### src/common/ddrPkg.sv
package ddrPkg;

  // ========================================
  // bus and array geometry
  // ========================================
  localparam int adrWidth     = 17;
  localparam int dqWidth      = 64;
  localparam int devWidth     = 16;
  localparam int numDevices   = dqWidth / devWidth;

  // bank group bit on top of the two bank address bits
  localparam int bankBits     = 3;
  localparam int numBanks     = 2 ** bankBits;

  // row at ACT and column at RD/WR, both from the low address bits
  localparam int rowBits      = 4;
  localparam int colBits      = 4;
  localparam int wordAddrBits = bankBits + rowBits + colBits;

  // sampled RD edge to dqValid
  localparam int readLatency  = 4;

  // A10 on PRE closes every bank
  localparam int precAllBit   = 10;

  // ========================================
  // command and access encodings
  // ========================================
  // low three bits follow the RAS/CAS/WE code on A16..A14
  typedef enum logic [3:0] {
    cmdMrs  = 4'd0,
    cmdRef  = 4'd1,
    cmdPre  = 4'd2,
    cmdAct  = 4'd3,
    cmdWr   = 4'd4,
    cmdRd   = 4'd5,
    cmdZqc  = 4'd6,
    cmdNop  = 4'd7,
    cmdDsel = 4'd8
  } ddrCmdT;

  typedef enum logic [1:0] {
    opIdle  = 2'd0,
    opRead  = 2'd1,
    opWrite = 2'd2
  } accessOpT;

endpackage

### src/rtl/ddrReadMerge.sv
module ddrReadMerge (
  input  logic                                               c0_ddr4_ck_t,
  input  logic                                               rstN,
  input  logic [ddrPkg::numDevices-1:0][ddrPkg::devWidth-1:0] rdSlices,
  input  logic [ddrPkg::numDevices-1:0]                      rdValids,
  output logic [ddrPkg::dqWidth-1:0]                         dqOut,
  output logic                                               dqValid
);

  // decoder and device already account for two cycles
  logic [ddrPkg::dqWidth-1:0]      dataPipe  [ddrPkg::readLatency-2];
  logic [ddrPkg::readLatency-3:0]  validPipe;

  // ========================================
  // latency pipeline
  // ========================================
  always_ff @(posedge c0_ddr4_ck_t) begin
    if (!rstN) begin
      validPipe <= '0;
    end else begin
      // all devices see the same access, so device 0 speaks for the rank
      validPipe[0] <= rdValids[0];
      for (int i = 1; i < ddrPkg::readLatency - 2; i++) begin
        validPipe[i] <= validPipe[i-1];
      end
    end
  end

  // device 0 lands in the low bits
  always_ff @(posedge c0_ddr4_ck_t) begin
    dataPipe[0] <= rdSlices;
    for (int i = 1; i < ddrPkg::readLatency - 2; i++) begin
      dataPipe[i] <= dataPipe[i-1];
    end
  end

  assign dqOut   = dataPipe[ddrPkg::readLatency-3];
  assign dqValid = validPipe[ddrPkg::readLatency-3];

endmodule

### config.mk
export PLATFORM = sky130hd
export DESIGN_NAME = ddrReadMerge
export DESIGN_NICKNAME = d
export VERILOG_FILES = /design/src/common/ddrPkg.sv /design/src/rtl/ddrReadMerge.sv
export SDC_FILE = /design/constraint.sdc
export NUM_CORES = 1
export LEC_CHECK = 0
export CAP_MARGIN = 20
export CORE_MARGIN = 2
export CORE_UTILIZATION = 50
export CTS_CLUSTER_DIAMETER = 150
export DETAILED_ROUTE_END_ITERATION = 16
export DONT_BUFFER_PORTS = 1
export GPL_TIMING_DRIVEN = 0
export PLACE_DENSITY = 0.71
export SETUP_SLACK_MARGIN = 0.15
export SYNTH_ARGS = -nofsm -noshare
export SYNTH_HDL_FRONTEND = slang
export SYNTH_SLANG_ARGS = --single-unit
### constraint.sdc
create_clock -name c0_ddr4_ck_t -period 1 [get_ports c0_ddr4_ck_t]
set_clock_uncertainty 0.2 [all_clocks]
set_input_delay 0.2 -clock c0_ddr4_ck_t [delete_from_list [all_inputs] [get_ports c0_ddr4_ck_t]]
set_output_delay 0.2 -clock c0_ddr4_ck_t [all_outputs]
set_load 0.01 [all_outputs]
* Word-level counts from Yosys, hierarchy flattened
Memories as Yosys holds them, arrays and structs flattened.
Index checks and enable logic that the tools add are counted.
** Cells by class
- Reduce and logical (&&, ||, !) cells :: 0
- Multiplexer cells :: 0
- Equality and inequality tests :: 0
- Shift operators :: 0
- $mul :: 0
- $lt $le $gt $ge :: 0
- Divide/modulo/power cells :: 0
- Bitwise operators :: 0
- Add/subtract/negate cells :: 0
** Storage, ports and cells
- Memories kept :: 1
- Register bits after elaboration :: 2
- Bits of input ports :: 70
- Memory bits (read-only) :: 0
- Memory bits (writable) :: 128
- Bits in latches :: 0
** Memories
- dataPipe :: words 2, width 64, rd ports 2, clocked after memory_dff 0, write ports 2, line ddrReadMerge.sv:11 : logic [ddrPkg::dqWidth-1:0] dataPipe [ddrPkg::readLatency-2];

* Longest topological paths before layout
- Depth in word-level cells :: 0
- Depth in mapped cells :: 1
- Mapped depth without buffers :: 1

* Worst setup path before layout
No wires, ideal clock.
- Path kind :: reg2out
- From :: memory dataPipe[0][64] (netlist bit)
- To :: output dqOut[0] (netlist bit)
- Path buffers :: 1
- Path slack :: 199 ps
- Arrival :: 401 ps
- Data required time :: 600 ps
- Stages on the path, launching flop included :: 2
- Path through :: dfxtp_1 buf_4
** RTL lines
- start: declaration :: line ddrReadMerge.sv:11
- end: declaration :: line ddrReadMerge.sv:6 : output logic [ddrPkg::dqWidth-1:0] dqOut,

==> summary.txt <==
Clock network
  – Postcts setup bufs: 0
  – CTS buffer count: 17
  – Clk slew on worst S/H paths: 0.06 ns
  – Worst skew pair latency: 0.48 ns
  – H-tree depth: 4
  – Clock sink count: 130
  – CTS tree: done
  – Clk buf depth: 2
  – CTS Root Cell: clkbuf_8

Global routing
  – Global Route Usage Sum: 0.151
  – Routing usage on met3: 0.0902
  – Met2 Track Usage GR: 0.279
  – GRT met1 Usage: 0.120
  – Initial antenna violation count: 0
  – GRT busiest layer: met2
  – Number of global-route vias before repair: 1521
  – Largest net degree at the start of global routing: 17
  – First-pass GRT wire length: 7000 um
  – Grt ovf: 0

Worst setup path
  – Worst-path cell chain: buf_6
  – RR Startpoint: validPipe[0]
  – Max incr delay on CP: 0.33 ns
  – Worst Setup SP: dataPipe[0][74]
  – Stages on worst setup path: 1
  – CP max FO: 1
  – Critical-path top delay cell: dfxtp_2
  – Worst R2R Setup Slack: 0.25 ns
  – Setup crit end: dqOut[10]
  – CP delay by family, top: flip-flops
  – Worst EP arrival: 0.93 ns
  – R2R depth: 1
  – CP Capture Type: output pin
  – WP data required: 0.60 ns
  – Buffers & Inverters on Critical Path: 1
  – Crit start category: register
  – R2R Path End: validPipe[1]
  – Crit Path Class: register to output pin

Power
  – Sw Share: 0.193
  – Static Leak: 0.00203 uW
  – Pint: 9430 uW
  – Clk pwr share: 0.473
  – Combinational share of power: 0.049
  – Net Switching: 2250 uW
  – VDD IR max: 0.00187 V
  – Seq pwr share: 0.478
  – Overall power: 11700 uW
  – PwrDens: 2470 nW/um^2

Timing
  – Setup violators final: 65
  – Setup TNS: -19.73 ns
  – Final hold violations: 0
  – Worst slew pin tran: 0.264 ns
  – Final period util: 1.33
  – Post-route worst setup slack: -0.325 ns
  – Final min period: 1.33 ns
  – RSZ-0062 raised after global routing: true
  – Fmax: 0.755 GHz
  – Final Slew Violations: 0
  – Worst slew margin: 0.824

Routing
  – Routed Antenna Nets: 0
  – Number of remaining DRC errors: 0
  – Initial DRC count: 27
  – Post-Route WL: 5030 um
  – DRT Pass-1 Iters: 4
  – Via count: 1466
  – Vias/cell: 3.98
  – Wire per inst: 13.7 um

Yosys
  – Largest cells by area after synthesis: dfxtp_1, buf_4, and2_1
  – Yosys top cell area share: 0.841
  – Register area share after synthesis: 0.841
  – Syn avg cell area: 15.8 um^2
  – Yosys synthesis warning count: 0
  – Post-synth net total: 266
  – Area leader, netlist: dfxtp_1
  – Cell Area, Synth: 3100 um^2
  – Yosys reg bits: 130
  – Post-synth cell types: 3
  – Mapped Cells: 196

Floorplan
  – Starting Density: 0.520
  – Die X: 82.7 um
  – Io pins: 135
  – Die footprint: 6840 um^2
  – # rows: 28
  – Die Height: 82.7 um
  – Core area: 5960 um^2

Min path
  – Worst Hold Class: input pin to register

Place
  – Cells after DPL: 271
  – HPWL Detailed: 2610 um
  – PortBufs: 0
  – DP Worst Slack: 0.175 ns
  – Final GP Congestion: 0.591

Finish
  – Share of post-route cells with drive strength above 1: 0.526
  – Post-layout nets: 351
  – Final Core Density: 0.792
  – Most frequent cells in the layout: dfxtp_1, dlygate4sd3_1, buf_6
  – Most common cell after layout, fill and taps aside: dfxtp_1
  – Area occupied by registers: 2680 um^2
  – Antenna cell count: 0
  – Area added between synthesis and finish: 52.5%
  – Area of the multi-input gates: 12.5 um^2
  – Final std cells w/o fill: 368
  – Fillers: 319

Run status
  – Failing checks: negative setup slack
  – Outcome: finished, violations left

Job
  – Max Cap Viol: 0
[power by group through the flow]
stage               clock network [uW]  registers [uW]  logic, uW
floorplan                            0            5620        263
global placement                     0            5630        286
detailed placement                   0            5640        286
CTS                               5620            5570        570
global route                      5900            5610        612
finish                            5520            5580        573
[synthesized netlist by cell type (all sizes together)]
cell type,number
and2,2
buf,64
dfxtp,130
[metrics by stage]
step | hold WS [ns] | area, um^2
after global routing | 0.0270 | 4720
after detailed placement | 0.0278 | 3190
after floorplan | 0.0277 | 3100
after CTS | 0.0309 | 4690
after global placement | 0.0278 | 3190
final | 0.0595 | 4720
[registers in the layout (all words and copies together) (netlist names)]
register and cells:
dataPipe 128, validPipe 2
[layout make-up]
type | count | share of cell area
flip-flops and latches | 130 | 0.567
repair buffers | 66 | 0.140
clock inverters | 9 | 0.0172
clock buffers | 22 | 0.100
plain buffers | 64 | 0.153
multi-input cells | 2 | 0.00265
well taps | 75 | 0.0199
[logic make-up (layout without fill, tap and decap cells)]
family,after synthesis,after routing,synth area share
DFF,130,130,0.841
buffers and inverters,64,161,0.155
and+or+nand+nor,2,2,0.00404
[worst min path at each step]
stage,endpoint,startpoint,depth (start not counted)
after floorplan,dataPipe[0][0],rdSlices[0],0
after global placement,dataPipe[0][53],rdSlices[53],0
after detailed placement,dataPipe[0][43],rdSlices[43],0
after CTS,dataPipe[0][34],rdSlices[34],1
after global routing,dataPipe[0][61],rdSlices[61],1
final,dataPipe[0][27],rdSlices[27],1
[layer usage]
metal  routed length (um)  up-vias
li1                     -      704
met1                 1630      675
met2                 2930       80
met3                  421        7
met4                   44        0
met5                    0        -
[repair_timing]
action / in CTS / in global routing
cloned: 0 / 0
hold buffers: 66 / 0
gates resized for setup: 102 / 22
endpoints found under the hold margin: 66 / 0
endpoints found under the setup margin: 65 / 65
Power figures use the tool's default switching activity.
