==> src/common/ddrPkg.sv <==
package ddrPkg;

  // ========================================
  // bus and array geometry
  // ========================================
  localparam int adrWidth     = 17;
  localparam int dqWidth      = 64;
  localparam int devWidth     = 16;
  localparam int numDevices   = dqWidth / devWidth;

  // bank group bit on top of the two bank address bits
  localparam int bankBits     = 3;
  localparam int numBanks     = 2 ** bankBits;

  // row at ACT and column at RD/WR, both from the low address bits
  localparam int rowBits      = 4;
  localparam int colBits      = 4;
  localparam int wordAddrBits = bankBits + rowBits + colBits;

  // sampled RD edge to dqValid
  localparam int readLatency  = 4;

  // A10 on PRE closes every bank
  localparam int precAllBit   = 10;

  // ========================================
  // command and access encodings
  // ========================================
  // low three bits follow the RAS/CAS/WE code on A16..A14
  typedef enum logic [3:0] {
    cmdMrs  = 4'd0,
    cmdRef  = 4'd1,
    cmdPre  = 4'd2,
    cmdAct  = 4'd3,
    cmdWr   = 4'd4,
    cmdRd   = 4'd5,
    cmdZqc  = 4'd6,
    cmdNop  = 4'd7,
    cmdDsel = 4'd8
  } ddrCmdT;

  typedef enum logic [1:0] {
    opIdle  = 2'd0,
    opRead  = 2'd1,
    opWrite = 2'd2
  } accessOpT;

endpackage

==> src/common/ddrAccessIf.sv <==
interface ddrAccessIf;

  // one access per cycle where op is not idle and no handshake
  ddrPkg::accessOpT                  op;
  logic [ddrPkg::wordAddrBits-1:0]   wordAddr;

  // each device picks its own slice of the full bus
  logic [ddrPkg::dqWidth-1:0]        wrData;

  // decoder side
  modport issuer (
    output op,
    output wordAddr,
    output wrData
  );

  // x16 device side
  modport device (
    input op,
    input wordAddr,
    input wrData
  );

endinterface

==> src/rtl/ddrCmdDecoder.sv <==
module ddrCmdDecoder (
  input  logic                         c0_ddr4_ck_t,
  input  logic                         rstN,
  input  logic                         csN,
  input  logic                         actN,
  input  logic [ddrPkg::adrWidth-1:0]  adr,
  input  logic [1:0]                   ba,
  input  logic [0:0]                   bg,
  input  logic [ddrPkg::dqWidth-1:0]   dqIn,
  output logic                         cmdError,
  ddrAccessIf.issuer                   access
);

  ddrPkg::ddrCmdT                   cmd;
  ddrPkg::accessOpT                 issueOp;
  logic                             reservedCode;
  logic                             illegal;
  logic [ddrPkg::bankBits-1:0]      bank;
  logic [ddrPkg::numBanks-1:0]      bankOpen;
  logic [ddrPkg::rowBits-1:0]       openRow [ddrPkg::numBanks];

  assign bank = {bg, ba};

  // ========================================
  // command decode
  // ========================================
  always_comb begin
    reservedCode = 1'b0;
    if (csN) begin
      cmd = ddrPkg::cmdDsel;
    end else if (!actN) begin
      cmd = ddrPkg::cmdAct;
    end else begin
      case (adr[ddrPkg::adrWidth-1 -: 3])
        3'b000:  cmd = ddrPkg::cmdMrs;
        3'b001:  cmd = ddrPkg::cmdRef;
        3'b010:  cmd = ddrPkg::cmdPre;
        3'b100:  cmd = ddrPkg::cmdWr;
        3'b101:  cmd = ddrPkg::cmdRd;
        3'b110:  cmd = ddrPkg::cmdZqc;
        3'b111:  cmd = ddrPkg::cmdNop;
        default: begin
          // 011 with ACT_n high is reserved
          cmd = ddrPkg::cmdNop;
          reservedCode = 1'b1;
        end
      endcase
    end
  end

  // legality against bank state, and what goes to the devices
  always_comb begin
    illegal = reservedCode;
    issueOp = ddrPkg::opIdle;
    case (cmd)
      ddrPkg::cmdAct: begin
        illegal = bankOpen[bank];
      end
      ddrPkg::cmdRef: begin
        illegal = |bankOpen;
      end
      ddrPkg::cmdWr, ddrPkg::cmdRd: begin
        if (!bankOpen[bank]) begin
          illegal = 1'b1;
        end else if (cmd == ddrPkg::cmdWr) begin
          issueOp = ddrPkg::opWrite;
        end else begin
          issueOp = ddrPkg::opRead;
        end
      end
      default: begin
      end
    endcase
  end

  // ========================================
  // bank state and error flag
  // ========================================
  always_ff @(posedge c0_ddr4_ck_t) begin
    if (!rstN) begin
      bankOpen  <= '0;
      cmdError  <= 1'b0;
      access.op <= ddrPkg::opIdle;
    end else begin
      access.op <= issueOp;
      if (illegal) begin
        cmdError <= 1'b1;
      end
      if (cmd == ddrPkg::cmdAct) begin
        bankOpen[bank] <= 1'b1;
      end else if (cmd == ddrPkg::cmdPre) begin
        if (adr[ddrPkg::precAllBit]) begin
          bankOpen <= '0;
        end else begin
          bankOpen[bank] <= 1'b0;
        end
      end
    end
  end

  // open rows and access payload
  always_ff @(posedge c0_ddr4_ck_t) begin
    if (cmd == ddrPkg::cmdAct) begin
      openRow[bank] <= adr[ddrPkg::rowBits-1:0];
    end
    access.wordAddr <= {bank, openRow[bank], adr[ddrPkg::colBits-1:0]};
    access.wrData   <= dqIn;
  end

endmodule

==> src/flat_wrapper.sv <==
// flat-port wrapper written by rule: the top's interface ports become plain ports
module ddrCmdDecoder_flat 
  (c0_ddr4_ck_t, rstN, csN, actN, adr, ba, bg, dqIn, cmdError, access_op, access_wordAddr, access_wrData);
  ddrAccessIf access_i ();
  input  logic c0_ddr4_ck_t;
  input  logic rstN;
  input  logic csN;
  input  logic actN;
  input  logic [ddrPkg::adrWidth-1:0] adr;
  input  logic [1:0] ba;
  input  logic [0:0] bg;
  input  logic [ddrPkg::dqWidth-1:0] dqIn;
  output logic cmdError;
  output wire logic [$bits(access_i.op)-1:0] access_op;
  output wire logic [$bits(access_i.wordAddr)-1:0] access_wordAddr;
  output wire logic [$bits(access_i.wrData)-1:0] access_wrData;
  assign access_op = access_i.op;
  assign access_wordAddr = access_i.wordAddr;
  assign access_wrData = access_i.wrData;
  ddrCmdDecoder u_core (.c0_ddr4_ck_t(c0_ddr4_ck_t), .rstN(rstN), .csN(csN), .actN(actN), .adr(adr), .ba(ba), .bg(bg), .dqIn(dqIn), .cmdError(cmdError), .access(access_i));
endmodule
==> config.mk <==
export PLATFORM = sky130hd
export DESIGN_NAME = ddrCmdDecoder_flat
export DESIGN_NICKNAME = d
export VERILOG_FILES = /design/src/common/ddrPkg.sv /design/src/common/ddrAccessIf.sv /design/src/rtl/ddrCmdDecoder.sv /design/src/flat_wrapper.sv
export SDC_FILE = /design/constraint.sdc
export NUM_CORES = 1
export LEC_CHECK = 0
export ABC_CLOCK_PERIOD_IN_PS = 2600
export BUFFER_PORTS_ARGS = -buffer_cell sky130_fd_sc_hd__buf_2
export CORE_MARGIN = 3
export CORE_UTILIZATION = 30
export CTS_CLUSTER_DIAMETER = 30
export CTS_CLUSTER_SIZE = 10
export DETAILED_ROUTE_END_ITERATION = 7
export HOLD_SLACK_MARGIN = 0.03
export SLEW_MARGIN = 10
export SYNTH_ARGS = -nofsm -noshare
export SYNTH_HDL_FRONTEND = slang
export SYNTH_SLANG_ARGS = --single-unit
==> constraint.sdc <==
create_clock -name c0_ddr4_ck_t -period 2.6 [get_ports c0_ddr4_ck_t]
set_clock_uncertainty 0.2 [all_clocks]
set_input_delay 0.65 -clock c0_ddr4_ck_t [delete_from_list [all_inputs] [get_ports c0_ddr4_ck_t]]
set_output_delay 0.65 -clock c0_ddr4_ck_t [all_outputs]
set_load 0.05 [all_outputs]
; ---- Word-level counts from Yosys, hierarchy flattened
; Memory sizes are Yosys's and may differ from the RTL's. A register that Yosys moved wholly into a read port is not among the register bits.
; Index checks and enable logic that the tools add are counted.
[totals]
output_inout_bits = 78
ff_bits = 86
mem_count = 1
elab_cells = 47
mem_bits_rw = 32
input_bits = 88
[op_classes]
n_bitwise = 3
eq_ne = 11
mux = 18
reduce_logical = 7
order_cmp = 2
[memory_table]
columns = name, words, width, rd, rd_ports_with_merged_regs, wr, line_no
row1 = u_core.openRow, 8, 4, 1, 1, 1, ddrCmdDecoder.sv:20  ; logic [ddrPkg::rowBits-1:0] openRow [ddrPkg::numBanks];
[ops]
columns = cell, n
row1 = $mux 8, 3
row2 = $pmux 3 s6, 1
row3 = $eq 3x3->1 const B, 4
row4 = $and 8x8->8, 1
row5 = $eq 4x2->1 const B, 2
row6 = $eq 4x3->1 const B, 2
row7 = $mux 1, 8
row8 = $mux 4, 2
row9 = $not 8->8, 1
row10 = $or 8x8->8, 1
row11 = $reduce_or 8->1, 1
row12 = $reduce_or 7->1, 1
row13 = $eq 4x1->1 const B, 1
row14 = $lt 3x4->1 const B, 1
row15 = $bmux 1 s3, 1
row16 = $demux 1 s3, 1
row17 = $eq 3x1->1 const B, 1
row18 = $eq 3x2->1 const B, 1
row19 = $ge 3x1->1 const B, 1
row20 = $logic_not 3->1, 1
row21 = $pmux 1 s3, 1
row22 = $reduce_and 3->1, 1
row23 = $mux 2, 1
row24 = $reduce_bool 2->1, 1
row25 = 2 further kinds, 2

; ---- Logic depth before layout (Yosys ltp)
; Gate-level depths: netlist of run 1.
[depth]
ltp_word = 9
depth_mapped = 7
ltp_nobuf = 4

; ---- Worst setup path before layout of run 1
; Ideal clock, no wire load.
[synth_timing]
kind = input port to flip-flop
start = input port ba[0]
end = memory u_core.openRow[0][0] (netlist bit), enable pin
arrival_ns = 1.667
setup_time_ns = 0.377
n_path_buf = 3
cell_stages = 4
required_ns = 2.023
slack_ns = 0.356
cell_sequence = buf_2 -> buf_2 -> buf_2 -> nor4_1
[synth_rtl]
columns = item, line_no
row1 = "start, declared", flat_wrapper.sv:10  ; input logic [1:0] ba;
row2 = "end, declared", ddrCmdDecoder.sv:20
; Straight into the memory's write port.

; ---- Final worst setup path of run 1
[layout_timing]
start = input port ba[0]
end = register u_core.cmdError
[layout_between]
elab_chain_cells = 4
[layout_lines]
columns = item, line_no
row1 = $bmux 1 s3 *, "ddrCmdDecoder.sv:57, ddrCmdDecoder.sv:63"
row2 = $mux 1 (not written as such) *, "ddrCmdDecoder.sv:57, ddrCmdDecoder.sv:63"
row3 = $mux 1, ddrCmdDecoder.sv:63  ; if (!bankOpen[bank]) begin
row4 = $pmux 1 s3 *, ddrCmdDecoder.sv:55  ; case (cmd)
row5 = "end signal, assigned", ddrCmdDecoder.sv:82  ; cmdError <= 1'b0;
row6 = "end signal, assigned", ddrCmdDecoder.sv:87  ; cmdError <= 1'b1;
row7 = "end, declared", ddrCmdDecoder.sv:10  ; output logic cmdError,
; Every way passes the cells marked *; elsewhere a longest branch is shown, timed or not. The select of a mux whose other input is x is not followed.
; A chain may end at the register's enable or synchronous reset.

==> results of run 1 <==
[how the worst min path moves through the flow]
stage                     slack (ps)                        to  cells past startpoint
after floorplan                  270        u_core.bankOpen[4]                      2
after global placement           290        u_core.bankOpen[4]                      2
after detailed placement         300        u_core.bankOpen[4]                      2
after CTS                        130  u_core.access.wrData[11]                      1
after global routing             130  u_core.access.wrData[31]                      1
final                            150  u_core.access.wrData[20]                      1
[flip-flops by register name, indices dropped and copies added, names as in the netlist]
| register | flops |
|---|---|
| u_core.openRow | 32 |
| u_core.cmdError | 1 |
| u_core.access.wrData | 64 |
| u_core.bankOpen | 8 |
| u_core.access.op | 2 |
| u_core.access.wordAddr | 11 |
[cells by family after synthesis]
kind of cell | Yosys count | synth area share [%]
DFF | 118 | 76.1
buffers and inverters | 14 | 1.70
and+or+nand+nor | 53 | 9.15
AOI/OAI and AO/OA | 52 | 8.87
muxes | 12 | 4.22
[routing by layer]
layer	track usage [%]	vias to the layer above	part of all wire, %
met1	15.0	1203	36
met5	0	-	0
met3	8.30	11	12
met2	23.7	133	51
li1	-	1251	-
met4	6.57	0	1.6
[area by class of cell]
type	instances	area, sq um
fill	1054	6070
inverter	2	7.51
timing repair buffer	169	878
tap	140	175
clock inverter	10	95.1
sequential	118	2680
multi-input combinational	117	785
clock buffer	21	482
[stage by stage]
stage          setup WS (ps)  std cells  hold WS, ps  util, %
4_1_cts                  674        577          126     45.7
3_3_place_gp             278        546          294     40.5
2_1_floorplan            356        249          267        -
3_5_place_dp             239        546          298     40.5
6_report                 645        577          146     45.7
5_1_grt                  600        577          129     45.7
[report_power, final]
part	switching [mW]	internal, mW	leakage, nW
combinational	0.359	0.137	0.935
sequential	0.0211	1.97	1.01
clock	0.797	1.42	0.285
[critical path: cells and delay by family]
| family | cells | cell delay (ps) |
|---|---|---|
| buf+inv | 1 | 250 |
| simple gates | 1 | 450 |
| mux | 1 | 360 |
| compound gates | 2 | 310 |
[cells in the final DEF, fill, tap and decap left out, drive strengths merged, types with 2 or more instances in the layout]
cell type / n
buf: 169
edfxtp: 32
nand2b: 5
clkinv: 7
nor2b: 5
nand2: 5
a22oi: 2
nor2: 13
nor4: 3
mux2: 3
inv: 3
mux2i: 7
or2: 2
or3b: 3
a221o: 2
nor3: 3
dfxtp: 86
o2bb2ai: 3
mux4: 2
nand3: 4
nand3b: 5
o21ai: 21
nor4bb: 2
clkbuf: 21
a21oi: 16
or4: 2
==> results list, run 1 <==
- The critical path goes through buf_2 -> or3b_1 -> o22a_2 -> o21ai_2 -> mux2_2.
- Sequential elements use about three quarters of the synthesized area.
- Launching instance or port of the critical path: ba[0]
* Critical path's largest stage delay: 450 ps
- Final Cell Area: 0.00510 sq mm
* Wire length per cell after detailed routing: around 16 um
* Starting density of the core: 31.6%
- Clock sink count: about 120
- Average cell area after synthesis: about 14 sq um
- The worst register-to-register path ends at u_core.cmdError.
- Number of vias in the routed layout: 2598
* Critical-path cell with the highest stage delay: sky130_fd_sc_hd__or3b_1
- Length of the first detailed-routing pass in iterations: 4
- Crit path time final: approximately 2000 ps
* Die Area: about 0.013 sq mm
- During synthesis, Yosys emitted a total of 0 warnings.
- The first global-routing pass estimated around 14000 um of wire.
- Worst min-delay path category: in2reg
* Depth of the worst register-to-register path: 4
- Post-DP HPWL: roughly 6600 um
- At the worst endpoint, the required time is 2680 ps.
- Post-synth EDFFs: 32
- Across all register-to-register paths, the minimum setup slack is ~780 ps.
* Highest clock rate: 511 MHz
- The count of final hold-check violations came to 0.
* Antenna violations before repair: 0
- Global routing used around 14% of the available tracks.
- Following the worst setup path forward leads to its endpoint at u_core.cmdError.
- Summed over all layers, the routed wires come to 9120 um.
- Total cell area at the placement stage: about 0.0045 sq mm
* Inserted Clock Buffers: 17
- Transition time at the pin with the least slew margin: about 460 ps
* Hold_sp: dqIn[20]
* Maximum number of pins on one net before global-route repair: 24
- Clock buffer depth: 2
* Total power: 4.70 mW
- sky130_fd_sc_hd__dfxtp_1 takes more of the synthesized area than any other cell.
- By area the synthesized netlist is led by sky130_fd_sc_hd__dfxtp_1 49%, sky130_fd_sc_hd__edfxtp_1 27%, sky130_fd_sc_hd__o21ai_0 2.8%.
- The final critical path takes up between 70% and 80% of the cycle.
* Clock latency reported for the late side of the worst-skew pair: 400 ps
- Fin nets: 513
* Number of global-route vias before repair: 2768
* Io pins: 166
- The die is 114 um wide.
- By startpoint and endpoint, the worst setup path is classified as in2reg.
- Clock-pin slew was measured on the worst setup and hold paths at 50 ps.
- Top cell types by occurrence after synthesis: 86 x sky130_fd_sc_hd__dfxtp_1, 32 x sky130_fd_sc_hd__edfxtp_1, 20 x sky130_fd_sc_hd__o21ai_0, 16 x sky130_fd_sc_hd__a21oi_1, 13 x sky130_fd_sc_hd__nor2_1
- The number of nets in the synthesized netlist is ~340.
- Hold Buf Count CTS: 0
- At the end of routability-driven placement, the weighted congestion stood at about 0.82.
- Startpoint of the lowest-slack register-to-register path: u_core.bankOpen[5]
- Global routing finished with a remaining overflow of 0.
- Gate count after technology mapping: 249
* Setup repair after global routing missed its margin: false
- The synthesized netlist contains 41 unique library cells.
* Main synth FF type: sky130_fd_sc_hd__dfxtp_1
- By instance count, the leading cell after synthesis is sky130_fd_sc_hd__dfxtp_1.
* Overall die height: 114 um
- Pwr dens: about 900 mW/mm^2
- DRC: 0
* CTS tree: yes
* Max IR drop VDD: a little under 0.7 mV
* Rel. slew slack: a little over two thirds
* Max-cap violation count: 0
- CTS resizes: 0
- P&R area growth vs syn: 44.7%
- After synthesis the netlist holds a flip-flop and latch count of 118.
- The count of nets left with antenna violations once routing finished came out at 0.
* Pins Over Slew Limit: 0
- Root buf cell: sky130_fd_sc_hd__clkbuf_16
* Share of final-layout standard cells stronger than drive strength 1: 48.1%
- Row generation in the floorplan step produced 38 rows.
- The number of antenna diodes in the final layout is 0.
- Number of levels in the clock H-tree: 4
- Total of buffers placed on input and output ports: 156
- Largest driver fanout on the critical path: 23
- Via density per instance: 4.50
- The synthesized netlist occupies a cell area of 0.00353 sq mm.
- In this run the static leakage power is between 2 and 2.5 nW.
- Of all flip-flops after synthesis, the portion carrying an async set or reset was 0%.
* Top-area cell type share of the netlist area: 48.8%
* Run status: completed
* Number of design-rule violations left by the first detailed-router iteration: just under 100
- Setup violations remaining at the end of the flow were counted as 0.
* Endpoint type of the worst setup path: register
* Accumulated negative setup slack: 0 ps
- Number of buffers added for setup after CTS: 0
- At the worst endpoint, the arrival time is 2030 ps.
- After floorplanning, the core was sized to cover around 0.011 sq mm.
- The worst setup path is launched from a primary input.
(Power assumes the default switching activity.)
==> run 2: changes to the inputs <==
--- a/config.mk
+++ b/config.mk
@@ -5,7 +5,7 @@
 export SDC_FILE = /design/constraint.sdc
 export NUM_CORES = 1
 export LEC_CHECK = 0
-export ABC_CLOCK_PERIOD_IN_PS = 2600
+export ABC_CLOCK_PERIOD_IN_PS = 1900
 export BUFFER_PORTS_ARGS = -buffer_cell sky130_fd_sc_hd__buf_2
 export CORE_MARGIN = 3
 export CORE_UTILIZATION = 30
==> constraint.sdc (replaced) <==
create_clock -name c0_ddr4_ck_t -period 1.9 [get_ports c0_ddr4_ck_t]
set_clock_uncertainty 0.2 [all_clocks]
set_input_delay 0.475 -clock c0_ddr4_ck_t [delete_from_list [all_inputs] [get_ports c0_ddr4_ck_t]]
set_output_delay 0.475 -clock c0_ddr4_ck_t [all_outputs]
set_load 0.05 [all_outputs]
==> run 2 against run 1 <==
Against the previous run: combinational power is 67% higher; sequential share of layout area is 7.6 points lower; first-iteration DRC count is 42% higher; highest routed layer unchanged; critical path type is now reg2reg; routed wire length is 22% higher; non-clock buffer count is 82 higher.
==> results list, run 2 (synthesis results as in run 1) <==
- The number of filler instances in the final layout came to 879 (-17%).
- The half-perimeter wire length of the detailed placement result was 6900 um (+3.9%).
* Post-route worst setup slack: 113 ps (-532 ps)
- Global Route Usage Sum: 17.7% (+3.3 points)
* Util after Layout: 53.4% (+7.7 points)
* Critical path's largest stage delay: 550 ps (+100 ps)
* Launching instance or port of the critical path: u_core.bankOpen[5]
- The worst setup path is captured at a register.
* Series of cell instances along the critical path: or4_4 -> nor4_4 -> o21ai_0 -> mux2_4
* Clock latency reported for the late side of the worst-skew pair: 400 ps (about the same)
- The largest registers in the layout are u_core.access.wrData (64), u_core.openRow (32), u_core.access.wordAddr (11).
- For this run, the top clock speed supported by timing is around 560 MHz.
- First-pass GRT wire length: 17300 um (+22%)
* Register with the most flip-flops: u_core.access.wrData
- The number of clock sinks seen by CTS is 118 (unchanged).
- The count of buffers from port buffering came to 156 (unchanged).
- Total power: 6.97 mW (+48%)
* Starting density of the core: 31.6% (unchanged)
- Die Area: 0.0131 sq mm (unchanged)
- For this design, the slowest cell found on the critical path is sky130_fd_sc_hd__or4_4.
- The die height came to 114 um (unchanged).
- Fin nets: 595 (+16%)
- The global-route congestion overflow total came to 0 (unchanged).
- The count of nets left with antenna violations after detail routing was 0 (unchanged).
- Accumulated negative setup slack: 0 ps (unchanged)
- DRC: 0 (unchanged)
- The number of flip-flops in the largest register is 64 (unchanged).
- The detailed-routing iteration count for the pre-antenna-repair pass is 4 (unchanged).
* Pwr dens: 1170 mW/mm^2 (+27%)
* CTS tree: yes
* Std-Cell Rows: 38 (unchanged)
- Final weighted congestion of routability-driven global placement: 0.798 (-3.1%)
- Transition time at the pin with the least slew margin: 436 ps (-19.5 ps)
- Number of buffers added for setup after CTS: 0 (unchanged)
* Area of the core: 0.0112 sq mm (unchanged)
- The highest net fanout along the worst path was 4 (-83%).
- Leakage component of the power: 2.63 nW (+18%)
- The fraction of layout instances using a drive strength above 1 came to 44.4% (-3.6 points).
- Clock buffer depth: 2 (unchanged)
* Hold Fails Final Rpt: 0 (unchanged)
* Placement Setup Slack: -107 ps (-346 ps)
* Inserted Clock Buffers: 17 (unchanged)
* Buffers and inverters on the worst path: 0 (-1)
- Maximum number of pins on one net before global-route repair: 17 (-29%)
* Rel. slew slack: 70.9% (+1.3 points)
* Number of vias in the routed layout: 3004 (+16%)
* Setup repair after global routing missed its margin: false
- X dimension of the die: 114 um (unchanged)
- Io pins: 166 (unchanged)
* Part of the cycle the worst path needs: 94.1%
- The number of diodes came to 0 (unchanged).
* CTS resizes: 0 (unchanged)
- The depth of the CTS H-tree was 4 (unchanged).
- The count of hold-fix buffers inserted at cts came to 64 (+64).
* Total of endpoints with negative setup slack in the final report: 0 (unchanged)
- Top library cells by usage in the layout, fill and taps aside: 156 x sky130_fd_sc_hd__buf_2, 86 x sky130_fd_sc_hd__dfxtp_1, 64 x sky130_fd_sc_hd__dlygate4sd3_1
- Commonest non-fill, non-tap cell in the layout: sky130_fd_sc_hd__buf_2
* Crit path time final: 1790 ps
- In this design, the largest share of critical-path delay is due to simple AND/OR/NAND/NOR gates.
* Pins Over Slew Limit: 0 (unchanged)
- Worst endpoint data arrival time: 1890 ps (-140 ps)
- Max-cap violation count: 0 (unchanged)
* Via density per instance: 4.55 (+1.1%)
* Antenna violations before repair: 0 (unchanged)
* Run status: completed
- Hold_sp: adr[0]
- Root buf cell: sky130_fd_sc_hd__clkbuf_16
- Worst min-delay path category: in2reg
- Startpoint of the lowest-slack register-to-register path: u_core.bankOpen[5]
* Kind of launch point of the worst setup path: register
* Critical path type: reg2reg
* P&R area growth vs syn: 69.1%
- The DRC violation total after the first TritonRoute iteration is 138 (+42%).
- The via count of the first global-routing pass came to 3316 (+20%).
* Clock slew at the register clock pins of the worst setup and hold paths: 60 ps (about the same)
- Final Hold Slack: 71.5 ps (-74.3 ps)
- The maximum VDD drop came to 0.963 mV (+40%).
- Wire length per cell after detailed routing: 16.9 um (+6.7%)
* Total wirelength of the detailed-routed design: 11100 um (+22%)
- The data required time at the worst endpoint was 2000 ps (-680 ps).
==> run 2: where the power goes <==
group	internal [mW]	total [mW]	switching, mW	leakage [nW]
logic	0.300	0.831	0.531	1.29
clock network	2.28	3.41	1.13	0.323
registers	2.69	2.73	0.0367	1.01
total	5.27	6.97	1.70	2.63
==> run 2: final cells by class <==
cell class | instances | area (sq um) | share of cell area (%)
Sequential cell | 118 | 2680 | 45.0
Timing Repair Buffer | 251 | 1650 | 27.7
Multi-Input combinational cell | 117 | 797 | 13.4
Clock buffer | 24 | 546 | 9.14
Tap cell | 140 | 175 | 2.94
Clock inverter | 8 | 104 | 1.74
Inverter | 2 | 7.51 | 0.126
==> run 2: final timing paths <==
path	to	slack, ps	cells past startpoint
min	u_core.access.wordAddr[0]	70	1
max	u_core.cmdError	110	4
min reg2reg	u_core.bankOpen[4]	320	2
max reg2reg	u_core.cmdError	110	4
==> run 2: per-layer routing <==
layer  share of wire (%)  wire [um]  track usage [%]
met2                  50       5540             30.2
met1                  38       4200             18.5
met4                 2.2        240             6.81
met5                   0          0                0
met3                  10       1150             9.14
==> run 2: through the flow <==
step	area (sq um)	cells
final	5970	660
after global routing	5970	660
after CTS	5970	660
after detailed placement	4680	564
after global placement	4680	564
after floorplan	3540	249
==> run 3: changes to the inputs <==
--- a/config.mk
+++ b/config.mk
@@ -13,6 +13,7 @@
 export CTS_CLUSTER_SIZE = 10
 export DETAILED_ROUTE_END_ITERATION = 7
 export HOLD_SLACK_MARGIN = 0.03
+export PLACE_DENSITY_LB_ADDON = 0.1
 export SLEW_MARGIN = 10
 export SYNTH_ARGS = -nofsm -noshare
 export SYNTH_HDL_FRONTEND = slang
==> run 3 against run 2 <==
Against the previous run: hold slack improved by 16 ps; final cell count rose by 0.91%; design area rose by 0.31%; routed wire length fell by 5.4%; critical path type unchanged; largest cell class unchanged; largest power group unchanged.
==> results list, run 3 (synthesis results as in run 1) <==
* Run status: completed
- The highest net fanout along the worst path was 4 (unchanged).
- Internal power summed over all cells: 5.06 mW (-4.0%)
* Wire length per cell after detailed routing: 15.8 um (-6.3%)
- Number of global-route vias before repair: 3268 (-1.4%)
- The number of DRC violations after detailed routing was 0 (unchanged).
* Antenna violations before repair: 0 (unchanged)
- Setup repair after global routing missed its margin: false
- Switching pwr: 1.70 mW (about the same)
* Worst min-delay path category: in2reg
- The minimum clock period after layout is 1800 ps (+9.34 ps).
- The setup slack at placement was -86.8 ps (+20.0 ps).
- Max-cap violation count: 0 (unchanged)
- Flip-flop count of the largest register, all copies and words added: 64 (unchanged)
- The cell area power density is 1130 mW/mm^2 (-3.3%).
* Starting density of the core: 31.6% (unchanged)
* Total of buffers placed on input and output ports: 156 (unchanged)
- Util after Layout: 53.6% (+0.17 points)
- Share of power burned in registers: 40.3% (+1.1 points)
- The net count of the finished layout came to 601 (+1.0%).
- Endpoint type of the worst setup path: register
- The number of diodes was 0 (unchanged).
* Clock buffer depth: 2 (unchanged)
- The clock input transition at the sequential cells of the worst setup and hold paths is 50 ps (about the same).
* Logic gate share of total power: 12.3% (+0.4 points)
- The half-perimeter wire length of the detailed placement result came to 7090 um (+2.7%).
* Leakage component of the power: 2.64 nW (+0.54%)
* Number of vias in the routed layout: 2952 (-1.7%)
- The number of buffers added for setup after CTS was 0 (unchanged).
- Clock latency reported for the late side of the worst-skew pair: 410 ps (about the same)
* P&R area growth vs syn: 69.7%
* Top library cells by usage in the layout, fill and taps aside: 156 x sky130_fd_sc_hd__buf_2, 86 x sky130_fd_sc_hd__dfxtp_1, 64 x sky130_fd_sc_hd__dlygate4sd3_1
* Switching power as a share of total power: 25.2% (+0.77 points)
* Final weighted congestion of routability-driven global placement: 0.791 (-0.87%)
- The total count of max-transition violations in the final report is 0 (unchanged).
* Share of final-layout standard cells stronger than drive strength 1: 44.9% (+0.44 points)
- Transition time at the pin with the least slew margin: 290 ps (-146 ps)
- Post-route worst setup slack: 103 ps (-9.34 ps)
- STA classifies the critical path startpoint as a register.
- The number of buffers created by CTS came to 17 (unchanged).
- The count of final hold-check violations was 0 (unchanged).
- CP required: 2000 ps (about the same)
- Total wirelength of the detailed-routed design: 10500 um (-5.4%)
* Worst endpoint data arrival time: 1890 ps (about the same)
- Via density per instance: 4.43 (-2.6%)
- Counting flops per register, the top entry is u_core.access.wrData.
* Rel. slew slack: 80.7% (+9.8 points)
- The die area came to 0.0131 sq mm (unchanged).
* Root buf cell: sky130_fd_sc_hd__clkbuf_16
- Global Route Usage Sum: 17.0% (-0.70 points)
- Part of the cycle the worst path needs: 94.6% (+0.49 points)
- The number of cell rows came to 38 (unchanged).
- The placeable core area was 0.0112 sq mm (unchanged).
- Max IR drop VDD: 0.812 mV (-16%)
- The depth of the CTS H-tree was 4 (unchanged).
- The library cell used most frequently in the layout, excluding fill and tap cells, is sky130_fd_sc_hd__buf_2.
- The number of filler instances in the final layout is 926 (+5.3%).
* Total of endpoints with negative setup slack in the final report: 0 (unchanged)
- Regs by FF count: u_core.access.wrData (64), u_core.openRow (32), u_core.access.wordAddr (11)
- TritonCTS built the clock tree.
- The wire length of the first global-routing pass came to 16600 um (-4.5%).
- Critical path type: reg2reg
- Clock sink count: 118 (unchanged)
- Total power: 6.76 mW (-3.0%)
- The I/O pin count was 166 (unchanged).
* Number of nets still failing antenna checks after routing: 0 (unchanged)
* Number of design-rule violations left by the first detailed-router iteration: 128 (-7.2%)
- The detailed-routing iteration count for the pre-antenna-repair pass was 4 (unchanged).
- The horizontal die dimension is 114 um (unchanged).
* Maximum number of pins on one net before global-route repair: 17 (unchanged)
* Accumulated negative setup slack: 0 ps (unchanged)
- The global-route congestion overflow total came to 0 (unchanged).
- The die height came to 114 um (unchanged).
- Highest clock rate: 557 MHz (-0.52%)
* Clock power frac: 47.3% (-1.6 points)
==> run 3: cell count changes in the layout (fill, tap and decap cells not counted), moves of 2 or more <==
cell / before / now
sky130_fd_sc_hd__buf_4: 31 / 36
sky130_fd_sc_hd__bufinv_16: 2 / 0
sky130_fd_sc_hd__clkinv_4: 3 / 1
sky130_fd_sc_hd__inv_6: 0 / 2
==> run 3: what timing repair did <==
action                    in CTS  in global routing
resized for setup              0                  0
hold endpoints to repair      64                  0
hold buffers                  64                  0
==> run 3: per-stage QoR <==
step           instance area [sq um]  hold slack (ps)  std cells
6_report                        5980             87.2        666
2_1_floorplan                   3540              267        249
4_1_cts                         5980             69.4        666
3_5_place_dp                    4730              308        570
3_3_place_gp                    4730              295        570
5_1_grt                         5980             78.3        666
==> run 3: area by class of cell <==
class	instances	area, sq um	area share (%)
clock buffer	25	561	9.37
multi-input combinational	117	797	13.3
sequential	118	2680	44.8
inverter	2	7.51	0.125
tap	140	175	2.93
clock inverter	7	50.0	0.836
timing repair buffer	257	1710	28.6
==> run 3: power by group through the flow <==
| stage | Combinational (mW) | Sequential (mW) | Clock (mW) |
|---|---|---|---|
| floorplan | 0.135 | 3.10 | 0 |
| global route | 0.887 | 2.73 | 3.40 |
| CTS | 0.832 | 2.72 | 3.26 |
| global placement | 0.729 | 2.77 | 0 |
| finish | 0.835 | 2.72 | 3.20 |
| detailed placement | 0.729 | 2.77 | 0 |
==> run 3: layer usage <==
layer | vias to the layer above | share of wire (%) | GRT usage (%)
met2 | 131 | 48 | 27.2
li1 | 1429 | - | -
met5 | - | 0 | 0
met1 | 1375 | 39 | 18.5
met4 | 0 | 1.7 | 7.60
met3 | 17 | 10 | 9.46
==> run 3: critical path, stage by stage (launching register included) <==
cell and delay, ps:
sky130_fd_sc_hd__dfxtp_1 340, sky130_fd_sc_hd__or4_4 550, sky130_fd_sc_hd__nor4_4 230, sky130_fd_sc_hd__o22ai_1 100, sky130_fd_sc_hd__mux2_4 270
==> run 3: final timing paths <==
kind / start / end / slack, ps / depth (start not counted)
worst min-delay path: adr[3] / u_core.access.wordAddr[3] / 90 / 1
worst max-delay path: u_core.bankOpen[5] / u_core.cmdError / 100 / 4
worst min register to register: u_core.bankOpen[4] / u_core.bankOpen[4] / 320 / 2
worst max register to register: u_core.bankOpen[5] / u_core.cmdError / 100 / 4
